<file path="config.mk">
export PLATFORM = sky130hd
export DESIGN_NAME = ice_rx_top
export DESIGN_NICKNAME = d
export VERILOG_FILES = /design/src/common/mbus_pkg.sv /design/src/common/ice_pkg.sv /design/src/mbus_rx_driver/mbus_rx_driver.sv /design/src/msg_buffer/msg_buffer.sv /design/src/hdl/host_tx.sv /design/src/hdl/ice_rx_top.sv
export SDC_FILE = /design/constraint.sdc
export NUM_CORES = 1
export LEC_CHECK = 0
export BUFFER_PORTS_ARGS = -buffer_cell sky130_fd_sc_hd__buf_4
export CORE_UTILIZATION = 53
export DETAILED_ROUTE_END_ITERATION = 7
export MAX_ROUTING_LAYER = met4
export PLACE_DENSITY = 0.68
export SLEW_MARGIN = 15
export SYNTH_ARGS = -nofsm -noshare
export SYNTH_HDL_FRONTEND = slang
export SYNTH_SLANG_ARGS = --single-unit
</file>
<file path="constraint.sdc">
create_clock -name clk -period 6.3 [get_ports clk]
set_input_delay 1.575 -clock clk [delete_from_list [all_inputs] [get_ports clk]]
set_output_delay 1.575 -clock clk [all_outputs]
set_load 0.03 [all_outputs]
</file>
<file path="src/common/mbus_pkg.sv">
package mbus_pkg;

    localparam int WORD_W = 32;
    localparam int CTRL_W = 2;

    typedef logic [WORD_W-1:0] mbus_word_t;   // address or data word
    typedef logic [CTRL_W-1:0] mbus_ctrl_t;

    // fields the master holds stable while req is up
    typedef struct packed {
        mbus_word_t addr;
        mbus_word_t data;
        logic       broadcast;
        logic       pend;         // more data words follow
        mbus_ctrl_t control;
    } mbus_rx_t;

endpackage

</file>
<file path="src/common/ice_pkg.sv">
package ice_pkg;

    localparam int BYTE_W = 8;
    localparam int EID_W = 8;
    localparam int BUF_DEPTH = 64;
    localparam int BUF_AW = $clog2(BUF_DEPTH);
    localparam int LEN_POS = 2;
    localparam int HDR_LEN = 3;       // code, event id, length

    typedef logic [BYTE_W-1:0] ice_byte_t;
    typedef logic [EID_W-1:0]  event_id_t;   // wraps
    typedef logic [BUF_AW-1:0] buf_addr_t;

    localparam ice_byte_t FRAME_CODE = 8'h62;

    typedef enum logic [4:0] {
        st_idle,
        st_code,
        st_eid,
        st_len,
        st_addr0,
        st_addr1,
        st_addr2,
        st_addr3,
        st_data0,
        st_data1,
        st_data2,
        st_data3,
        st_pend,
        st_pend_ack,
        st_pend_wait,
        st_ctrl,
        st_end_ack
    } rx_state_e;

endpackage

</file>
<file path="src/mbus_rx_driver/mbus_rx_driver.sv">
`timescale 1ns/1ps

module mbus_rx_driver (
    input  logic                clk,
    input  logic                reset,
    input  mbus_pkg::mbus_rx_t  rx,
    input  logic                rx_req,
    input  logic                rx_fail,
    output logic                rx_ack,
    output logic                buf_request,
    input  logic                buf_grant,
    output ice_pkg::ice_byte_t  buf_data,
    output logic                buf_valid,
    input  ice_pkg::event_id_t  event_id,
    output logic                event_inc
);

    ice_pkg::rx_state_e state;
    ice_pkg::rx_state_e next_state;

    always_ff @(posedge clk) begin
        if (reset) begin
            state <= ice_pkg::st_idle;
        end else begin
            state <= next_state;
        end
    end

    always_comb begin
        next_state  = state;
        buf_request = 1'b1;   // held through the whole frame
        buf_data    = '0;
        buf_valid   = 1'b1;
        event_inc   = 1'b0;
        rx_ack      = 1'b0;

        case (state)
            ice_pkg::st_idle: begin
                buf_request = 1'b0;
                buf_valid   = 1'b0;
                if (rx_fail) begin
                    next_state = ice_pkg::st_end_ack;   // ack a fail, no frame
                end else if (rx_req) begin
                    next_state = ice_pkg::st_code;
                end
            end
            ice_pkg::st_code: begin
                buf_data  = ice_pkg::FRAME_CODE;
                buf_valid = buf_grant;   // stall here while the buffer is busy
                if (buf_grant) begin
                    next_state = ice_pkg::st_eid;
                end
            end
            ice_pkg::st_eid: begin
                buf_data   = event_id;
                event_inc  = 1'b1;
                next_state = ice_pkg::st_len;
            end
            ice_pkg::st_len: begin
                buf_data   = '0;   // patched by the buffer at close
                next_state = ice_pkg::st_addr0;
            end
            ice_pkg::st_addr0: begin
                buf_data   = rx.addr[31:24];
                next_state = ice_pkg::st_addr1;
            end
            ice_pkg::st_addr1: begin
                buf_data   = rx.addr[23:16];
                next_state = ice_pkg::st_addr2;
            end
            ice_pkg::st_addr2: begin
                buf_data   = rx.addr[15:8];
                next_state = ice_pkg::st_addr3;
            end
            ice_pkg::st_addr3: begin
                buf_data   = rx.addr[7:0];
                next_state = ice_pkg::st_data0;
            end
            ice_pkg::st_data0: begin
                buf_data   = rx.data[31:24];
                next_state = ice_pkg::st_data1;
            end
            ice_pkg::st_data1: begin
                buf_data   = rx.data[23:16];
                next_state = ice_pkg::st_data2;
            end
            ice_pkg::st_data2: begin
                buf_data   = rx.data[15:8];
                next_state = ice_pkg::st_data3;
            end
            ice_pkg::st_data3: begin
                buf_data   = rx.data[7:0];
                next_state = ice_pkg::st_pend;
            end
            ice_pkg::st_pend: begin
                buf_valid  = 1'b0;
                next_state = rx.pend ? ice_pkg::st_pend_ack : ice_pkg::st_ctrl;
            end
            ice_pkg::st_pend_ack: begin
                buf_valid = 1'b0;
                rx_ack    = 1'b1;
                if (!rx_req) begin
                    next_state = ice_pkg::st_pend_wait;
                end
            end
            ice_pkg::st_pend_wait: begin
                buf_valid = 1'b0;   // keep the buffer until the next word
                if (rx_req) begin
                    next_state = ice_pkg::st_data0;
                end
            end
            ice_pkg::st_ctrl: begin
                buf_data   = {5'b00000, rx.broadcast, rx.control};
                next_state = ice_pkg::st_end_ack;
            end
            ice_pkg::st_end_ack: begin
                buf_request = 1'b0;   // closes the frame
                buf_valid   = 1'b0;
                rx_ack      = 1'b1;
                // release only once both req and fail are down
                if (!rx_req && !rx_fail) begin
                    next_state = ice_pkg::st_idle;
                end
            end
            default: begin
                buf_request = 1'b0;
                buf_valid   = 1'b0;
                next_state  = ice_pkg::st_idle;
            end
        endcase
    end

    // a byte only goes out under a standing, granted request
    assert property (@(posedge clk) disable iff (reset)
        buf_valid |-> buf_request && buf_grant);

    // ack answers a req or a fail, never mid-write
    assert property (@(posedge clk) disable iff (reset)
        $rose(rx_ack) |-> !buf_valid && (rx_req || rx_fail));

endmodule

</file>
<file path="src/msg_buffer/msg_buffer.sv">
`timescale 1ns/1ps

module msg_buffer (
    input  logic                clk,
    input  logic                reset,
    input  logic                buf_request,
    output logic                buf_grant,
    input  ice_pkg::ice_byte_t  buf_data,
    input  logic                buf_valid,
    output ice_pkg::event_id_t  event_id,
    input  logic                event_inc,
    output logic                frame_req,
    output ice_pkg::buf_addr_t  frame_len,
    input  logic                frame_ack,
    input  ice_pkg::buf_addr_t  rd_addr,
    output ice_pkg::ice_byte_t  rd_data
);

    localparam int CNT_W = ice_pkg::BUF_AW + 1;

    ice_pkg::ice_byte_t mem [ice_pkg::BUF_DEPTH];

    logic [CNT_W-1:0]   wr_cnt;   // one wider so a full buffer is visible
    logic               req_q;
    logic               held;     // closed frame waiting for the host
    logic               wr_en;
    logic               close;
    logic [CNT_W-1:0]   body_len;

    assign buf_grant = buf_request & ~held;
    assign wr_en     = buf_valid & ~held;
    assign close     = req_q & ~buf_request;
    assign body_len  = wr_cnt - CNT_W'(ice_pkg::HDR_LEN);   // bytes after the length slot
    assign frame_len = ice_pkg::buf_addr_t'(body_len);
    assign rd_data   = mem[rd_addr];

    always_ff @(posedge clk) begin
        if (close) begin
            mem[ice_pkg::buf_addr_t'(ice_pkg::LEN_POS)] <= ice_pkg::ice_byte_t'(body_len);
        end else if (wr_en) begin
            mem[wr_cnt[ice_pkg::BUF_AW-1:0]] <= buf_data;
        end
    end

    always_ff @(posedge clk) begin
        if (reset) begin
            event_id <= '0;
        end else if (event_inc) begin
            event_id <= event_id + 1'b1;
        end
    end

    always_ff @(posedge clk) begin
        if (reset) begin
            wr_cnt    <= '0;
            req_q     <= 1'b0;
            held      <= 1'b0;
            frame_req <= 1'b0;
        end else begin
            req_q <= buf_request;
            if (wr_en) begin
                wr_cnt <= wr_cnt + 1'b1;
            end
            if (close) begin
                held <= 1'b1;
            end
            if (frame_req && frame_ack) begin
                frame_req <= 1'b0;
                held      <= 1'b0;
                wr_cnt    <= '0;
            end else if (held && !frame_req) begin
                frame_req <= 1'b1;   // length is in place by now
            end
        end
    end

    assert property (@(posedge clk) disable iff (reset) wr_cnt <= CNT_W'(ice_pkg::BUF_DEPTH));

    // driver must not write while the host still owns the frame
    assert property (@(posedge clk) disable iff (reset) held |-> !buf_valid);

endmodule

</file>
<file path="src/hdl/host_tx.sv">
`timescale 1ns/1ps

module host_tx (
    input  logic                clk,
    input  logic                reset,
    input  logic                frame_req,
    input  ice_pkg::buf_addr_t  frame_len,
    output logic                frame_ack,
    output ice_pkg::buf_addr_t  rd_addr,
    input  ice_pkg::ice_byte_t  rd_data,
    output ice_pkg::ice_byte_t  host_data,
    output logic                host_req,
    input  logic                host_ack
);

    typedef enum logic [2:0] {
        tx_idle,
        tx_load,
        tx_req,
        tx_ack_low,
        tx_done
    } tx_state_e;

    tx_state_e          state;
    ice_pkg::buf_addr_t last_addr;

    assign last_addr = frame_len + ice_pkg::buf_addr_t'(ice_pkg::HDR_LEN - 1);

    always_ff @(posedge clk) begin
        if (state == tx_load) begin
            host_data <= rd_data;
        end
    end

    always_ff @(posedge clk) begin
        if (reset) begin
            state     <= tx_idle;
            rd_addr   <= '0;
            host_req  <= 1'b0;
            frame_ack <= 1'b0;
        end else begin
            case (state)
                tx_idle: begin
                    if (frame_req) begin
                        state <= tx_load;
                    end
                end
                tx_load: begin
                    host_req <= 1'b1;
                    state    <= tx_req;
                end
                tx_req: begin
                    if (host_ack) begin
                        host_req <= 1'b0;
                        state    <= tx_ack_low;
                    end
                end
                tx_ack_low: begin
                    if (!host_ack) begin   // byte done, host back to idle
                        if (rd_addr == last_addr) begin
                            frame_ack <= 1'b1;
                            state     <= tx_done;
                        end else begin
                            rd_addr <= rd_addr + 1'b1;
                            state   <= tx_load;
                        end
                    end
                end
                tx_done: begin
                    if (!frame_req) begin
                        frame_ack <= 1'b0;
                        rd_addr   <= '0;
                        state     <= tx_idle;
                    end
                end
                default: state <= tx_idle;
            endcase
        end
    end

    // the buffer keeps the frame until every byte is through
    assert property (@(posedge clk) disable iff (reset)
        host_req && $past(host_req) |-> $stable(host_data) && frame_req);

endmodule

</file>
<file path="src/hdl/ice_rx_top.sv">
`timescale 1ns/1ps

module ice_rx_top (
    input  logic                clk,
    input  logic                reset,
    input  mbus_pkg::mbus_rx_t  rx,
    input  logic                rx_req,
    input  logic                rx_fail,
    output logic                rx_ack,
    output ice_pkg::ice_byte_t  host_data,
    output logic                host_req,
    input  logic                host_ack
);

    logic               buf_request;
    logic               buf_grant;
    ice_pkg::ice_byte_t buf_data;
    logic               buf_valid;
    ice_pkg::event_id_t event_id;
    logic               event_inc;

    logic               frame_req;
    logic               frame_ack;
    ice_pkg::buf_addr_t frame_len;
    ice_pkg::buf_addr_t rd_addr;
    ice_pkg::ice_byte_t rd_data;

    mbus_rx_driver u_driver (
        .clk         (clk),
        .reset       (reset),
        .rx          (rx),
        .rx_req      (rx_req),
        .rx_fail     (rx_fail),
        .rx_ack      (rx_ack),
        .buf_request (buf_request),
        .buf_grant   (buf_grant),
        .buf_data    (buf_data),
        .buf_valid   (buf_valid),
        .event_id    (event_id),
        .event_inc   (event_inc)
    );

    msg_buffer u_buffer (
        .clk         (clk),
        .reset       (reset),
        .buf_request (buf_request),
        .buf_grant   (buf_grant),
        .buf_data    (buf_data),
        .buf_valid   (buf_valid),
        .event_id    (event_id),
        .event_inc   (event_inc),
        .frame_req   (frame_req),
        .frame_len   (frame_len),
        .frame_ack   (frame_ack),
        .rd_addr     (rd_addr),
        .rd_data     (rd_data)
    );

    host_tx u_host_tx (
        .clk         (clk),
        .reset       (reset),
        .frame_req   (frame_req),
        .frame_len   (frame_len),
        .frame_ack   (frame_ack),
        .rd_addr     (rd_addr),
        .rd_data     (rd_data),
        .host_data   (host_data),
        .host_req    (host_req),
        .host_ack    (host_ack)
    );

endmodule

</file>
# After elaboration in Yosys (flattened, before gate mapping)

Memory sizes are Yosys's and may differ from the RTL's. A register that Yosys moved wholly into a read port is not among the register bits.
Index checks and enable logic that the tools add are counted.

Register bits: 34
RAM bits: 512
Input bits: 73
Output and inout port bits: 10
Memories: 1

$add $sub $neg: 5
Equality and inequality tests: 32
Muxes and demuxes: 37
Bitwise logic cells: 5
Reduce and logical (&&, ||, !) cells: 20

Memory list:

| memory       | depth | bits a word | rd ports | clocked after memory_dff | write ports | RTL line         | source |
|---|---|---|---|---|---|---|---|
| u_buffer.mem | 64    | 8           | 1        | 1                        | 1           | msg_buffer.sv:21 | `ice_pkg::ice_byte_t mem [ice_pkg::BUF_DEPTH];` |

Operators by type and width:

| operator                                                           | count |
|---|---|
| 8-bit case mux with 11 select lines                                | 1 |
| 5-bit case mux with 17 select lines                                | 1 |
| 5-bit by 4-bit == test with 1-bit output, second input constant    | 8 |
| 5-bit two-way mux                                                  | 6 |
| 6-bit two-way mux                                                  | 4 |
| 5-bit by 3-bit == test with 1-bit output, second input constant    | 4 |
| 2-bit != test, second input constant                               | 8 |
| 3-bit two-way mux                                                  | 5 |
| 3-bit case mux with 5 select lines                                 | 1 |
| 15-bit OR reduction                                                | 1 |
| 1-bit two-way mux                                                  | 13 |
| 6-bit case mux with 2 select lines                                 | 1 |
| 4-bit AND reduction                                                | 3 |
| 11-bit OR reduction                                                | 1 |
| 5-bit by 2-bit == test with 1-bit output, second input constant    | 2 |
| 8-bit by 1-bit adder with 8-bit output, second input constant      | 1 |
| 8-bit two-way mux                                                  | 1 |
| 8-bit OR reduction                                                 | 1 |
| 7-bit by 1-bit adder with 7-bit output, second input constant      | 1 |
| 7-bit by 2-bit subtractor with 7-bit output, second input constant | 1 |
| 6-bit by 1-bit adder with 6-bit output, second input constant      | 1 |
| 6-bit by 2-bit adder with 6-bit output, second input constant      | 1 |
| 3-bit by 2-bit == test with 1-bit output, second input constant    | 2 |
| 6-bit == test                                                      | 1 |
| 18 further kinds                                                   | 30 |

# Depth between registers and ports, before layout

Word-level depth: 11
Gate-level depth with buffers: 9
Mapped depth without buffers: 9

# Hierarchy

Synthesis repeated with hierarchy kept, for this count alone.

Cell total of the unflattened synthesis: 1,295
Area total of the unflattened synthesis: 23,017.1 um2

By module, submodules not included:

| module         | instances | cells each | area an instance (um2) | seq. area each (um2) |
|---|---|---|---|---|
| msg_buffer     | 1         | 1,037      | 20,827.5               | 15,735.1 |
| mbus_rx_driver | 1         | 161        | 1,186.1                | 100.1 |
| host_tx        | 1         | 97         | 1,003.5                | 460.4 |

# Least setup slack after synthesis

No wires, ideal clock.

Kind: reg-to-reg
Start point: register u_driver.state[2]
End point: memory u_buffer.mem[0][4] in the netlist's numbering (data pin)
Arrival time: 3.924 ns
Path slack: 1.675 ns
Stages on the path, launching flop included: 6
Path buffers: 2
Period minus slack after synthesis: 4.625 ns
Cell sequence: dfxtp_1 -> clkbuf_1 -> nor4_1 -> a2111oi_2 -> clkbuf_1 -> o21ai_0

Word-level cells in the longest chain between the ends: 11
Elaborated cells on any way between the ends: 29

RTL lines:

| item                                                                   | RTL line             | source |
|---|---|---|
| start: declaration                                                     | mbus_rx_driver.sv:18 | `ice_pkg::rx_state_e state;` |
| start signal: assignment                                               | mbus_rx_driver.sv:23 | `state <= ice_pkg::st_idle;` |
| start signal: assignment                                               | mbus_rx_driver.sv:25 | `state <= next_state;` |
| 5-bit by 2-bit == test with 1-bit output, or another cell as far along | mbus_rx_driver.sv:37 | `case (state)` |
| 15-bit OR reduction (no source line)                                   | n/a                  |  |
| 1-bit two-way mux                                                      | mbus_rx_driver.sv:37 |  |
| 1-bit AND                                                              | msg_buffer.sv:30     | `assign buf_grant = buf_request & ~held;` |
| 1-bit case mux with 2 select lines                                     | mbus_rx_driver.sv:37 |  |
| 1-bit AND                                                              | msg_buffer.sv:31     | `assign wr_en = buf_valid & ~held;` |
| 1-bit two-way mux                                                      | msg_buffer.sv:40     | `end else if (wr_en) begin` |
| 1-bit two-way mux                                                      | msg_buffer.sv:38     | `if (close) begin` |
| 1-bit two-way mux (implied by the code)                                | msg_buffer.sv:41     | `mem[wr_cnt[ice_pkg::BUF_AW-1:0]] <= buf_data;` |
| 8-bit OR reduction (no source line)                                    | n/a                  |  |
| 8-bit two-way mux (no source line) (*)                                 | n/a                  |  |
| end: declaration                                                       | msg_buffer.sv:21     |  |

Mark *: on every way between the ends. The rest lies on a longest branch, timed or not.

# Final worst setup path

Start point: register u_driver.state[3]
End point: output port rx_ack

Word-level cells in the longest chain between the ends: 3
Elaborated cells on any way between the ends: 4

RTL lines:

| item                                                                      | RTL line             | source |
|---|---|---|
| 5-bit by 4-bit == test with 1-bit output or 5-bit == test (tied branches) | mbus_rx_driver.sv:37 |  |
| 2-bit OR reduction (no source line) (*)                                   | n/a                  |  |
| 1-bit two-way mux (*)                                                     | mbus_rx_driver.sv:37 |  |
| end: declaration                                                          | ice_rx_top.sv:9      | `output logic rx_ack,` |

Marks and branches as above.

==> impl_metrics.ini <==
[power]
leakage_uw = 0.00767
net-switching-power_uw = 1740
share_comb_of_total_power_pct = 6.2
ir_worst_vdd_mv = 0.192
p_int_uw = 6060
power.density_cell_area_mw_per_mm2 = 306
share_clk_of_total_power_pct = 39.1
power.share.switching_pct = 22.3
pwr-share-seq_pct = 54.7

[timing]
hold_violations = 0
period_needed_ns = 3.91
final_setup_violation_count = 0
timing.max_slew.rel_slack_pct = 24.5
setup-tns-final_ns = 0
post-route-period-util_pct = 62.0
final.hold.worst_slack_ns = 0.505
finalMaxSlewViolations = 0
fmaxAchievable_mhz = 256
worst_pin_slew_ns = 1.13
skew_ns = 0.0163
rsz_0062_raised_after_global_routing = no

[worst_hold_path]
min_path_cells = 2
min_path_type = flop to flop
hp-start = u_host_tx.host_req$_SDFFE_PP0P_
min_to = u_host_tx.host_req$_SDFFE_PP0P_

[floorplanning]
fp.coreArea_mm2 = 0.0419
fp-row-count = 75
start_util_pct = 53.7
die_extent_in_y_um = 208
die_area_mm2 = 0.0433
chipWidth_um = 208
io_pins = 83

[drt]
first_iter_violations = 1244
avgRoutedWirePerCell_um = 26.7
drt-total-wl_um = 48400
drtPass1Iterations = 5
final_antenna_net_count = 0
detail_route.drc_violations = 0
vias_cell = 6.28
via_count = 11370

[placed_design]
dp_hpwl_um = 30100
gp_congestion = 0.817
port-buffer-count = 82

[cells_and_area]
insertedDiodeCount = 0
final_cell_mix = 520 x edfxtp_1, 168 x mux4_2, 102 x nor2_1
layout_commonest_cell = edfxtp_1
final_layout_size_suffix_gt1_share_pct = 28.3
finalNetCount = 1303
nFillCells = 2939
layout-area-overhead-vs-synth_pct = 13.1

[global_routing]
globalRouteMet3Util_pct = 4.38
grt_first_pass_wirelength_um = 73100
globalRoute.busiestLayer = met2
grt-ovfl-total = 0
grt_start_max_net_pins = 70
number_of_antenna_violations_at_the_first_check_in_global_routing = 0
globalRouteMet2Util_pct = 36.5
use_met1_pct = 33.4
grt_util_all_layers_pct = 23.9
vias_in_the_first_global_route = 11306

[synth]
synth_top_flop_cell = edfxtp_1
synth-async-reset-ratio_pct = 0
synth.ff_latch_count = 554
synth_area_per_cell_um2 = 19.7
synth_enable_flop_cells = 520
sequential_element_share_of_the_synthesized_area_pct = 72.5
synth.lib_cells_used.distinct = 56
number_of_instances_in_the_synthesized_netlist = 1141
synthesis.nets = 1218
syn_area_mm2 = 0.0225
synth.yosys.warnings = 0

[run_status]
status = finished, final reports clean

[cts]
ctsHtreeMaxLevel = 2
cts.root.buffer_cell = clkbuf_16
post_cts_resized = 0
cts_tree = done
tritoncts_num_sinks = 554
number_of_buffers_inserted_by_hold_repair_at_cts = 0
max-clock-path-buffers = 3
clk_transition_reported_paths_ns = 0.06
clock_latency_ns = 0.61
cts_made_buffers = 54
cts_setup_buffers = 0

[worst_setup_path]
critical_path.startpoint_type = flop
path_max_fanout = 22
cp_data_arrival_time_ns = 2.33
timing.critical_path.max_delay_family = flip-flops
cp_data_required_time_ns = 4.72
setup.reg_to_reg.worst_slack_ns = 2.43
crit_path_end_kind = output pin
crit_slowest_cell = dfxtp_1
regToRegStartpoint = u_driver.state[1]$_SDFFE_PP0P_
critPathMaxStageDelay_ns = 0.80
critPathKind = flop to output pin
worstPathBufferInverterCount = 1
worst_r2r_endpoint = u_buffer.mem[37][2]$_DFFE_PP_
crit_path_cell_trace = and2_0 > a21oi_1 > nor2_1 > buf_4
reg2regPathDepth = 6

[run]
max_cap_viol_count = 0
[kinds of logic (layout without fill, tap and decap cells)]
group | after synthesis | count (layout) | share of synthesized area, %
compound gates | 95 | 95 | 3.18
xor+xnor | 25 | 25 | 1.10
fa+ha+maj | 4 | 4 | 0.223
buf+inv | 72 | 203 | 1.26
flops | 554 | 554 | 72.5
mux | 176 | 176 | 17.2
simple gates | 215 | 215 | 4.60
[per-layer routing]
| metal | wire, µm | share of wire, % |
|---|---|---|
| met5 | 0 | 0 |
| met4 | 850 | 1.8 |
| met3 | 3360 | 6.9 |
| met2 | 23800 | 49 |
| met1 | 20500 | 42 |
[worst register-to-register path: cells and delay by family, from the launching register on]
family	cells	cell delay, ns
AO/OA/AOI/OAI	1	0.42
flip-flops	1	0.79
AND/OR/NAND/NOR	5	2.28
[per-stage QoR]
step | power, µW | util, % | cells | setup slack [ns] | area (µm²)
final | 7790 | 60.8 | 1811 | 2.39 | 25400
after global routing | 8020 | 60.8 | 1811 | 2.21 | 25400
after CTS | 7840 | 60.7 | 1811 | 2.41 | 25400
after detailed placement | 4840 | 56.8 | 1709 | 2.37 | 23800
after global placement | 4810 | 56.8 | 1709 | 2.49 | 23800
after floorplan | 4590 | - | 1141 | 1.67 | 22500
[worst max-delay path by stage]
stage | from | to | depth (start not counted) | slack [ns]
6_report | u_driver.state[3]$_SDFFE_PP0P_ | rx_ack | 4 | 2.39
5_1_grt | u_driver.state[3]$_SDFFE_PP0P_ | u_buffer.mem[47][4]$_DFFE_PP_ | 5 | 2.21
2_1_floorplan | u_driver.state[2]$_SDFFE_PP0P_ | u_buffer.mem[0][4]$_DFFE_PP_ | 5 | 1.67
4_1_cts | u_driver.state[3]$_SDFFE_PP0P_ | rx_ack | 4 | 2.41
3_5_place_dp | rx[25] | u_buffer.mem[62][5]$_DFFE_PP_ | 7 | 2.37
3_3_place_gp | rx[25] | u_buffer.mem[56][5]$_DFFE_PP_ | 7 | 2.49
[flip-flops by register name (all words and copies together) (netlist names), 3 cells and up]
signal and count:
u_buffer.mem 512, u_buffer.event_id 8, u_host_tx.state 3, u_host_tx.host_data 8, u_host_tx.rd_addr 6, u_driver.state 5
u_buffer.wr_cnt 7
[power by group through the flow]
stage	combinational (µW)	sequential, µW	clock, µW
after floorplan	240	4350	0
after CTS	488	4270	3080
after global routing	522	4270	3230
after global placement	471	4340	0
final	481	4260	3050
after detailed placement	491	4340	0
[layout make-up]
cell class,count,area [µm²],area share [%]
Sequential cell,554,16300,64.1
Inverter,3,11.3,0.0443
Clock buffer,68,1400,5.52
Timing Repair Buffer,98,761,2.99
Clock inverter,34,250,0.984
Tap cell,539,674,2.65
Multi-Input combinational cell,515,6030,23.7
[cell usage after synthesis (6+ instances only)]
cell type / number / area share, %
and3_1: 6 / 0.17
or3_1: 9 / 0.25
nand2_1: 28 / 0.47
a22o_1: 7 / 0.27
a221oi_1: 6 / 0.23
nor2_1: 102 / 1.7
nand4_1: 7 / 0.19
nand3_1: 14 / 0.31
xnor2_1: 12 / 0.47
a21oi_1: 21 / 0.47
nor3_1: 8 / 0.18
a22oi_1: 17 / 0.57
mux2i_1: 8 / 0.36
o21ai_0: 12 / 0.27
edfxtp_1: 520 / 69
nand3b_1: 8 / 0.27
nor4_1: 6 / 0.17
dfxtp_1: 34 / 3.0
mux4_2: 168 / 17
buf_2: 8 / 0.18
buf_1: 12 / 0.20
clkbuf_1: 48 / 0.80
xor2_1: 11 / 0.43
(Power assumes the default switching activity.)
